**config.mk**
```make
export PLATFORM = sky130hd
export DESIGN_NAME = fetchFrontEnd
export DESIGN_NICKNAME = d
export VERILOG_FILES = /design/src/rvIsaPkg.sv /design/src/bpredPkg.sv /design/src/stageReg.sv /design/src/immGen.sv /design/src/branchPredictor.sv /design/src/branchResolve.sv /design/src/fetchFrontEnd.sv
export VERILOG_INCLUDE_DIRS = /design/src /design/src/src
export SDC_FILE = /design/constraint.sdc
export NUM_CORES = 2
export LEC_CHECK = 0
export CORE_ASPECT_RATIO = 2
export CORE_MARGIN = 3
export CORE_UTILIZATION = 30
export CTS_BUF_LIST = sky130_fd_sc_hd__clkbuf_4 sky130_fd_sc_hd__clkbuf_8
export DETAILED_ROUTE_END_ITERATION = 16
export DONT_BUFFER_PORTS = 1
export PLACE_DENSITY = 0.51
export SLEW_MARGIN = 25
export SYNTH_ARGS = -nofsm -noshare
export SYNTH_HDL_FRONTEND = slang
export SYNTH_HIERARCHICAL = 1
export SYNTH_SLANG_ARGS = --single-unit
```
**constraint.sdc**
```tcl
create_clock -name clk -period 5.2 [get_ports clk]
set_clock_uncertainty 0.1 [all_clocks]
set_input_delay 0.26 -clock clk [delete_from_list [all_inputs] [get_ports clk]]
set_output_delay 0.26 -clock clk [all_outputs]
set_load 0.1 [all_outputs]
```
**src/bpred_consts.svh**
```systemverilog
// ----------------------------------------
// Sizes for the branch-predicting front end.
// GHR_BITS also sets the pattern table depth.
// ----------------------------------------
`ifndef BPRED_CONSTS_SVH
`define BPRED_CONSTS_SVH

// Reset value of the fetch PC
`define PC_START 32'h0000_0000

// Width of a PC and of an instruction word
`define XLEN 32

// Direct-mapped BTB, power of two
`define BTB_ENTRIES 32

// Global history length
`define GHR_BITS 5

`endif

```
**src/rvIsaPkg.sv**
```systemverilog
// ----------------------------------------
// RV32I encodings needed by the front end.
// Only conditional branches and jal are named.
// ----------------------------------------
package rvIsaPkg;

    // Major and minor opcode fields
    typedef logic [6:0] opcode_t;
    typedef logic [2:0] funct3_t;

    localparam opcode_t OP_BRANCH = 7'b1100011;
    localparam opcode_t OP_JAL    = 7'b1101111;

    // Branch conditions the front end can resolve
    localparam funct3_t F3_BEQ = 3'b000;
    localparam funct3_t F3_BNE = 3'b001;

    // Field positions inside an instruction word
    localparam int OPCODE_LSB = 0;
    localparam int OPCODE_MSB = 6;
    localparam int FUNCT3_LSB = 12;
    localparam int FUNCT3_MSB = 14;

    // Immediates always take their sign from the top bit
    localparam int SIGN_BIT = 31;

endpackage

```
**src/bpredPkg.sv**
```systemverilog
// ----------------------------------------
// Predictor state and pipeline payload types.
// A payload with valid low is a bubble.
// ----------------------------------------
`include "bpred_consts.svh"

package bpredPkg;
    import rvIsaPkg::*;

    localparam int BTB_IDX_BITS = $clog2(`BTB_ENTRIES);
    // PC bits above the index and the byte offset
    localparam int BTB_TAG_BITS = `XLEN - BTB_IDX_BITS - 2;
    localparam int PHT_ENTRIES  = 1 << `GHR_BITS;

    // Two-bit saturating counter, upper half predicts taken
    typedef logic [1:0] counter_t;

    localparam counter_t CNT_MIN     = 2'd0;
    localparam counter_t CNT_WEAK_NT = 2'd1;
    localparam counter_t CNT_WEAK_T  = 2'd2;
    localparam counter_t CNT_MAX     = 2'd3;

    typedef logic [`GHR_BITS-1:0]   phtIdx_t;
    typedef logic [BTB_IDX_BITS-1:0] btbIdx_t;
    typedef logic [BTB_TAG_BITS-1:0] btbTag_t;

    // Fetch to decode
    // predTarget rides along so execute can check the BTB target
    typedef struct packed {
        logic [`XLEN-1:0] instr;
        logic [`XLEN-1:0] pc;
        logic             predTaken;
        logic [`XLEN-1:0] predTarget;
        phtIdx_t          phtIdx;
        logic             valid;
    } fetchPayload_t;

    // Decode to execute
    typedef struct packed {
        logic [`XLEN-1:0] pc;
        opcode_t          opcode;
        funct3_t          funct3;
        logic [`XLEN-1:0] imm;
        logic             predTaken;
        logic [`XLEN-1:0] predTarget;
        phtIdx_t          phtIdx;
        logic             valid;
    } decodePayload_t;

endpackage

```
**src/stageReg.sv**
```systemverilog
// ----------------------------------------
// Pipeline register for any packed payload.
// Flush wins over hold; a flushed stage reads all zero.
// ----------------------------------------
`timescale 1ns/1ps

module stageReg #(
    parameter type payload_t = logic
) (
    input  logic     clk,
    input  logic     reset,
    input  logic     hold_i,
    input  logic     flush_i,
    input  payload_t d_i,
    output payload_t q_o
);

    // An all-zero payload carries valid low, so a bubble
    // never updates the predictor or redirects fetch
    always_ff @(posedge clk) begin
        if (reset || flush_i) begin
            q_o <= '0;
        end else if (!hold_i) begin
            q_o <= d_i;
        end
    end

endmodule

```
**src/immGen.sv**
```systemverilog
// ----------------------------------------
// Branch and jump target offsets only.
// Other opcodes yield zero.
// ----------------------------------------
`timescale 1ns/1ps
`include "bpred_consts.svh"

module immGen import rvIsaPkg::*; (
    input  logic [`XLEN-1:0] instr_i,
    output logic [`XLEN-1:0] imm_o
);

    opcode_t opcode;
    logic    sign;

    assign opcode = instr_i[OPCODE_MSB:OPCODE_LSB];
    assign sign   = instr_i[SIGN_BIT];

    always_comb begin
        case (opcode)
            // B-type, offset in multiples of two bytes
            OP_BRANCH: begin
                imm_o = {{(`XLEN-12){sign}}, instr_i[7], instr_i[30:25],
                         instr_i[11:8], 1'b0};
            end
            // J-type, 21-bit signed offset
            OP_JAL: begin
                imm_o = {{(`XLEN-20){sign}}, instr_i[19:12], instr_i[20],
                         instr_i[30:21], 1'b0};
            end
            default: begin
                imm_o = '0;
            end
        endcase
    end

endmodule

```
**src/branchPredictor.sv**
```systemverilog
// ----------------------------------------
// Gshare predictor with a direct-mapped tagged BTB.
// Lookup is combinational, updates land on the next edge.
// ----------------------------------------
`timescale 1ns/1ps
`include "bpred_consts.svh"

module branchPredictor import bpredPkg::*; (
    input  logic             clk,
    input  logic             reset,
    input  logic [`XLEN-1:0] pc_i,
    input  logic             btbWrite_i,
    input  btbIdx_t          btbIdx_i,
    input  btbTag_t          btbTag_i,
    input  logic [`XLEN-1:0] btbTarget_i,
    input  logic             btbJump_i,
    input  logic             phtWrite_i,
    input  phtIdx_t          phtIdx_i,
    input  logic             taken_i,
    input  logic             historyShift_i,
    output logic             predTaken_o,
    output logic [`XLEN-1:0] predTarget_o,
    output phtIdx_t          phtIdx_o
);

    // BTB storage
    logic [`BTB_ENTRIES-1:0] btbValid;
    logic [`BTB_ENTRIES-1:0] btbJump;
    btbTag_t                 btbTag    [`BTB_ENTRIES];
    logic [`XLEN-1:0]        btbTarget [`BTB_ENTRIES];

    // Pattern history and global history
    counter_t pht [PHT_ENTRIES];
    phtIdx_t  ghr;

    btbIdx_t  lookupIdx;
    btbTag_t  lookupTag;
    logic     btbHit;
    counter_t lookupCnt;

    // Fetch-time lookup
    assign lookupIdx = pc_i[BTB_IDX_BITS+1:2];
    assign lookupTag = pc_i[`XLEN-1:BTB_IDX_BITS+2];
    assign btbHit    = btbValid[lookupIdx] && (btbTag[lookupIdx] == lookupTag);

    // Gshare index from history and low word-address bits
    assign phtIdx_o  = ghr ^ pc_i[`GHR_BITS+1:2];
    assign lookupCnt = pht[phtIdx_o];

    // Jumps in the BTB are always taken
    assign predTaken_o  = btbHit && (btbJump[lookupIdx] || (lookupCnt >= CNT_WEAK_T));
    assign predTarget_o = btbTarget[lookupIdx];

    always_ff @(posedge clk) begin
        if (reset) begin
            btbValid <= '0;
        end else if (btbWrite_i) begin
            btbValid[btbIdx_i] <= 1'b1;
        end
    end

    always_ff @(posedge clk) begin
        if (btbWrite_i) begin
            btbTag[btbIdx_i]    <= btbTag_i;
            btbTarget[btbIdx_i] <= btbTarget_i;
            btbJump[btbIdx_i]   <= btbJump_i;
        end
    end

    // Counters start weakly not-taken
    always_ff @(posedge clk) begin
        if (reset) begin
            for (int i = 0; i < PHT_ENTRIES; i++) begin
                pht[i] <= CNT_WEAK_NT;
            end
        end else if (phtWrite_i) begin
            if (taken_i && (pht[phtIdx_i] != CNT_MAX)) begin
                pht[phtIdx_i] <= pht[phtIdx_i] + 2'd1;
            end else if (!taken_i && (pht[phtIdx_i] != CNT_MIN)) begin
                pht[phtIdx_i] <= pht[phtIdx_i] - 2'd1;
            end
        end
    end

    // History shifts in the resolved outcome, so it is never speculative
    always_ff @(posedge clk) begin
        if (reset) begin
            ghr <= '0;
        end else if (historyShift_i) begin
            ghr <= {ghr[`GHR_BITS-2:0], taken_i};
        end
    end

    // Targets come from execute; an odd offset there would poison fetch
    btbTargetAligned: assert property (
        @(posedge clk) disable iff (reset)
        btbWrite_i |-> (btbTarget_i[1:0] == 2'b00)
    ) else $error("BTB write with unaligned target %h", btbTarget_i);

endmodule

```
**src/branchResolve.sv**
```systemverilog
// ----------------------------------------
// Resolves beq, bne and jal in execute.
// Other branch conditions count as not taken.
// ----------------------------------------
`timescale 1ns/1ps
`include "bpred_consts.svh"

module branchResolve import rvIsaPkg::*, bpredPkg::*; (
    input  decodePayload_t   exec_i,
    input  logic             zero_i,
    output logic             mispredict_o,
    output logic [`XLEN-1:0] correctPc_o,
    output logic             btbWrite_o,
    output btbIdx_t          btbIdx_o,
    output btbTag_t          btbTag_o,
    output logic [`XLEN-1:0] btbTarget_o,
    output logic             btbJump_o,
    output logic             phtWrite_o,
    output phtIdx_t          phtIdx_o,
    output logic             taken_o,
    output logic             historyShift_o
);

    logic             isBranch;
    logic             isJal;
    logic             isCtrl;
    logic             condTrue;
    logic             taken;
    logic [`XLEN-1:0] target;
    logic             dirWrong;
    logic             targetWrong;

    assign isBranch = exec_i.valid && (exec_i.opcode == OP_BRANCH);
    assign isJal    = exec_i.valid && (exec_i.opcode == OP_JAL);
    assign isCtrl   = isBranch || isJal;

    assign condTrue = ((exec_i.funct3 == F3_BEQ) && zero_i) ||
                      ((exec_i.funct3 == F3_BNE) && !zero_i);
    assign taken    = isJal || (isBranch && condTrue);
    assign target   = exec_i.pc + exec_i.imm;

    // Wrong direction, or a non-control instruction that aliased a BTB entry
    assign dirWrong    = (isCtrl && (exec_i.predTaken != taken)) ||
                         (exec_i.valid && !isCtrl && exec_i.predTaken);
    // Right direction but a stale BTB target
    assign targetWrong = taken && exec_i.predTaken && (exec_i.predTarget != target);

    assign mispredict_o = dirWrong || targetWrong;
    assign correctPc_o  = taken ? target : exec_i.pc + `XLEN'd4;

    // Only taken control transfers allocate in the BTB
    assign btbWrite_o  = taken;
    assign btbIdx_o    = exec_i.pc[BTB_IDX_BITS+1:2];
    assign btbTag_o    = exec_i.pc[`XLEN-1:BTB_IDX_BITS+2];
    assign btbTarget_o = target;
    assign btbJump_o   = isJal;

    assign phtWrite_o     = isBranch;
    assign phtIdx_o       = exec_i.phtIdx;
    assign taken_o        = taken;
    assign historyShift_o = isBranch;

endmodule

```
**src/fetchFrontEnd.sv**
```systemverilog
// ----------------------------------------
// Fetch, decode and execute of one issue slot.
// A misprediction overrides stall; targets must be word aligned.
// ----------------------------------------
`timescale 1ns/1ps
`include "bpred_consts.svh"

module fetchFrontEnd import rvIsaPkg::*, bpredPkg::*; (
    input  logic             clk,
    input  logic             reset,
    input  logic [`XLEN-1:0] instrF_i,
    input  logic             zeroE_i,
    input  logic             stall_i,
    output logic [`XLEN-1:0] pcF_o,
    output logic             mispredictE_o
);

    // Fetch stage
    logic             predTakenF;
    logic [`XLEN-1:0] predTargetF;
    phtIdx_t          phtIdxF;
    logic [`XLEN-1:0] pcPlus4F;
    logic [`XLEN-1:0] nextPcF;
    fetchPayload_t    fetchD;

    // Decode stage
    fetchPayload_t    fetchQ;
    logic [`XLEN-1:0] immD;
    decodePayload_t   decodeD;

    // Execute stage
    decodePayload_t   execQ;
    logic [`XLEN-1:0] correctPcE;
    logic             btbWriteE;
    btbIdx_t          btbIdxE;
    btbTag_t          btbTagE;
    logic [`XLEN-1:0] btbTargetE;
    logic             btbJumpE;
    logic             phtWriteE;
    phtIdx_t          phtIdxE;
    logic             takenE;
    logic             historyShiftE;

    branchPredictor predictor (
        .clk            (clk),
        .reset          (reset),
        .pc_i           (pcF_o),
        .btbWrite_i     (btbWriteE),
        .btbIdx_i       (btbIdxE),
        .btbTag_i       (btbTagE),
        .btbTarget_i    (btbTargetE),
        .btbJump_i      (btbJumpE),
        .phtWrite_i     (phtWriteE),
        .phtIdx_i       (phtIdxE),
        .taken_i        (takenE),
        .historyShift_i (historyShiftE),
        .predTaken_o    (predTakenF),
        .predTarget_o   (predTargetF),
        .phtIdx_o       (phtIdxF)
    );

    // Next PC, redirect from execute first
    assign pcPlus4F = pcF_o + `XLEN'd4;
    assign nextPcF  = mispredictE_o ? correctPcE :
                      predTakenF    ? predTargetF : pcPlus4F;

    always_ff @(posedge clk) begin
        if (reset) begin
            pcF_o <= `PC_START;
        end else if (mispredictE_o || !stall_i) begin
            pcF_o <= nextPcF;
        end
    end

    always_comb begin
        fetchD.instr      = instrF_i;
        fetchD.pc         = pcF_o;
        fetchD.predTaken  = predTakenF;
        fetchD.predTarget = predTargetF;
        fetchD.phtIdx     = phtIdxF;
        fetchD.valid      = 1'b1;
    end

    // Decode holds on a stall so the fetched word is not lost
    stageReg #(.payload_t(fetchPayload_t)) fetchReg (
        .clk     (clk),
        .reset   (reset),
        .hold_i  (stall_i),
        .flush_i (mispredictE_o),
        .d_i     (fetchD),
        .q_o     (fetchQ)
    );

    immGen immGenD (
        .instr_i (fetchQ.instr),
        .imm_o   (immD)
    );

    always_comb begin
        decodeD.pc         = fetchQ.pc;
        decodeD.opcode     = fetchQ.instr[OPCODE_MSB:OPCODE_LSB];
        decodeD.funct3     = fetchQ.instr[FUNCT3_MSB:FUNCT3_LSB];
        decodeD.imm        = immD;
        decodeD.predTaken  = fetchQ.predTaken;
        decodeD.predTarget = fetchQ.predTarget;
        decodeD.phtIdx     = fetchQ.phtIdx;
        decodeD.valid      = fetchQ.valid;
    end

    // Execute takes a bubble while decode is stalled
    stageReg #(.payload_t(decodePayload_t)) decodeReg (
        .clk     (clk),
        .reset   (reset),
        .hold_i  (1'b0),
        .flush_i (mispredictE_o || stall_i),
        .d_i     (decodeD),
        .q_o     (execQ)
    );

    branchResolve resolve (
        .exec_i         (execQ),
        .zero_i         (zeroE_i),
        .mispredict_o   (mispredictE_o),
        .correctPc_o    (correctPcE),
        .btbWrite_o     (btbWriteE),
        .btbIdx_o       (btbIdxE),
        .btbTag_o       (btbTagE),
        .btbTarget_o    (btbTargetE),
        .btbJump_o      (btbJumpE),
        .phtWrite_o     (phtWriteE),
        .phtIdx_o       (phtIdxE),
        .taken_o        (takenE),
        .historyShift_o (historyShiftE)
    );

    // Holds across reset value, BTB targets and execute redirects alike
    pcAligned: assert property (
        @(posedge clk) disable iff (reset)
        pcF_o[1:0] == 2'b00
    ) else $error("fetch PC %h is not word aligned", pcF_o);

endmodule

```
==> results.py <==
metrics = {
    "logic_synthesis": {
        "syn_nets": 5148,
        "synth_ff_type": "edfxtp_1",
        "synth_fa_ha_area_share_pct": 0.492,
        "syn_area_mm2": 0.0906,
        "synth_top_family_by_area": "multiplexers",
        "synth-async-reset-ratio_pct": 0,
        "synth-edff-count": 1920,
        "seq_area_frac_synth_pct": 69.9,
        "yosys_register_bits": 2205,
        "syn_inst": 5077,
        "synthDistinctLibCells": 105,
        "synth_xor_area_share_pct": 1.41,
        "synth_compound_area_share_pct": 3.48,
        "synth-simple-area-share_pct": 4.98,
        "avgSynthCellArea_um2": 17.8,
        "yosys_warnings": 6,
        "synth_mux_area_share_pct": 17.3,
    },
    "worst_setup_path": {
        "slowest_stage": "dfxtp_4",
        "critical_path_class": "reg2reg",
        "cp.required_ns": 5.92,
        "cp.depth": 13,
        "crit_chain": "buf_6, mux4_2, mux4_2, mux2i_2, xor2_1, nand4_1, nor2_1, and4_4, buf_4, nor2_1, nand2_1, o221ai_1, a211oi_4",
        "r2r.worst_path.cells": 13,
        "critPathCaptureType": "flip-flop",
        "critPathCapture": "pcF_o[2]",
        "crit_family": "multiplexers",
        "startpoint": "pcF_o[6]",
        "r2r_slack_ns": 0.08,
        "cp.arrival_ns": 5.84,
        "startpoint_type": "flip-flop",
        "slowest_delay_ns": 0.68,
        "cp_max_fo": 25,
        "critPathBufInv": 2,
        "worstReg2RegStart": "pcF_o[6]",
        "regToRegEndpoint": "pcF_o[2]",
    },
    "drt": {
        "ant_nets": 0,
        "via_per_inst": 5.14,
        "routed_wl_mm": 292,
        "routedWlPerCell_um": 29.6,
        "drtIter0Drc": 4124,
        "vias": 50753,
        "drt_first_pass_iters": 5,
        "drc": 0,
    },
    "finish": {
        "nets": 5711,
        "layout-drive-gt1-share_pct": 26.4,
        "area_growth_pct": 17.4,
        "n_fill_cell": 28482,
        "stdcell_count": 9873,
    },
    "timing": {
        "finalHoldViolations": 0,
        "rsz0062_at_grt": "true",
        "worst_pin_slew_ns": 1.09,
        "worst_slack_ns": 0.0803,
        "maxSlewViolCount": 0,
        "hold_ws_ns": 0.287,
        "setup-tns-final_ns": 0,
        "fin_crit_sh_pct": 98.5,
        "slew_headroom_pct": 27.0,
        "period_minus_slack_ns": 5.12,
        "setup_violations": 0,
        "fmax_mhz": 195,
    },
    "place": {
        "place_inst": 9081,
        "hpwl_mm": 183,
        "io_buffer_count": 0,
        "place.gp.congestion": 0.903,
        "preCtsSetupSlack_ns": -0.550,
    },
    "global_routing": {
        "grt.overflow.total": 0,
        "grt_pass1_vias": 53676,
        "grt_usage_pct": 18.6,
        "grt_pass1_wl_mm": 411,
        "grt_max_degree": 114,
        "grt_antenna_before_repair": 6,
    },
    "clock_tree": {
        "htree_num_levels": 5,
        "cts_buffers": 309,
        "clk_pin_slew_ns": 0.07,
        "clock_path_buffers": 4,
        "clkSinkCount": 2205,
        "cts_tree": "done",
        "insertion_delay_ns": 1.00,
        "cts-root-buf": "clkbuf_8",
    },
    "power_and_ir_drop": {
        "ir_drop_uv": 171,
        "p_per_area_mw_per_mm2": 320,
        "finalPower_mw": 34.0,
        "p_leak_nw": 31.5,
    },
    "die": {
        "start_util_pct": 30.2,
        "placementRows": 284,
        "die_y_um": 783,
        "core-area_mm2": 0.300,
        "dieArea_mm2": 0.309,
        "ios": 69,
        "die_x_um": 395,
    },
    "hold_path": {
        "hold_class": "in2reg",
    },
    "status": {
        "status": "finished, final reports clean",
    },
    "job": {
        "cap_violations": 0,
    },
}
where the power goes:
part	internal (mW)	switching, mW
Combinational	0.587	0.673
Sequential	19.0	0.0841
Clock	6.93	6.75
Total	26.5	7.51
cell usage after synthesis (15+ instances only):
cell,instances,area (µm²)
buf_6,39,439
buf_1,31,116
dfxtp_1,285,5710
buf_4,71,533
nand4_1,26,163
buf_2,113,566
a21oi_1,97,485
nand2b_1,15,93.8
and2_1,18,113
o22ai_1,16,100
o21ai_0,81,405
and3_1,20,125
a21o_1,37,278
xnor2_1,56,490
inv_1,31,116
a211oi_2,16,200
nor4_1,22,138
mux2i_1,328,3280
xor2_1,69,604
edfxtp_1,1920,57700
nor3_1,18,90.1
nand2_1,290,1090
ha_1,34,425
a22oi_1,36,270
a221oi_1,29,254
clkbuf_1,83,312
mux4_2,527,11900
nand3_1,65,325
nor2_1,437,1640
how the worst min path moves through the flow:
stage	start	endpoint	slack (ns)	depth (start not counted)
6_report	reset	predictor/ghr[2]	0.29	3
3_3_place_gp	reset	predictor/ghr[3]	0.26	1
2_1_floorplan	instrF_i[29]	fetchReg/q_o[100]	0.30	2
5_1_grt	stall_i	pcF_o[12]	0.23	4
3_5_place_dp	reset	predictor/ghr[2]	0.27	1
4_1_cts	stall_i	pcF_o[19]	0.04	5
worst min-delay path, stage by stage:
cell and delay [ns]:
dlygate4sd3_1 0.62, buf_16 0.27, nor2_1 0.15
logic make-up after synthesis:
logic type	after synthesis
flops	2205
simple gates	995
other cells	3
compound gates	448
buf+inv	375
fa+ha+maj	35
mux	883
xor+xnor	133
stage by stage:
step	cell area [µm²]	util, %
3_3_place_gp	97600	32.5
6_report	106000	35.5
5_1_grt	106000	35.5
2_1_floorplan	90600	-
4_1_cts	106000	35.4
3_5_place_dp	97600	32.5
cells in the final DEF (no fill, tap or decap), types with 16 or more instances in the layout:
| cell type | netlist | final |
|---|---|---|
| a21o_1 | 37 | 37 |
| a21oi_1 | 97 | 96 |
| a221oi_1 | 29 | 29 |
| a22oi_1 | 36 | 36 |
| and2_1 | 18 | 18 |
| and3_1 | 20 | 20 |
| buf_12 | 3 | 76 |
| buf_4 | 71 | 271 |
| clkbuf_4 | 0 | 85 |
| clkbuf_8 | 0 | 326 |
| clkinv_1 | 0 | 65 |
| clkinv_2 | 0 | 34 |
| dfxtp_1 | 285 | 259 |
| dfxtp_2 | 0 | 21 |
| dlygate4sd3_1 | 0 | 239 |
| edfxtp_1 | 1920 | 1920 |
| ha_1 | 34 | 26 |
| inv_1 | 31 | 31 |
| mux2i_1 | 328 | 326 |
| mux4_2 | 527 | 527 |
| nand2_1 | 290 | 290 |
| nand3_1 | 65 | 65 |
| nand4_1 | 26 | 26 |
| nor2_1 | 437 | 403 |
| nor2_4 | 0 | 33 |
| nor3_1 | 18 | 16 |
| o21ai_0 | 81 | 77 |
| o22ai_1 | 16 | 16 |
| xnor2_1 | 56 | 41 |
| xor2_1 | 69 | 58 |
state kept, by name (all words and copies together), names as in the netlist:
signal,cells
predictor/btbJump,32
fetchReg/q_o,103
predictor/pht,64
predictor/btbValid,32
decodeReg/q_o,113
predictor/btbTag,800
predictor/ghr,5
predictor/btbTarget,1024
pcF_o,32
layer usage:
layer  track usage, %  vias to the layer above  part of all wire [%]
met1             20.5                    27358                    36
met5                0                        -                0.0045
met2             34.7                     1576                    54
met3             3.13                      557                   5.1
li1                 -                    21260                     -
met4             8.41                        2                   4.9
layout make-up:
class,instances,area [µm²],share of cell area [%]
flip-flops and latches,2205,63400,59.6
multi-input cells,2497,25700,24.2
repair buffers,594,6090,5.73
clock buffers,411,5120,4.82
well taps,4004,5010,4.71
clock inverters,124,852,0.801
inverters,33,125,0.118
diodes,5,12.5,0.0118
timing repair:
action | in CTS | in global routing
hold buffers | 241 | 0
hold endpoints to repair | 378 | 0
pin swaps | 9 | 5
gates resized for setup | 31 | 19
buffers inserted | 6 | 4
endpoints found under the setup margin | 36 | 100
(Power assumes the default switching activity.)
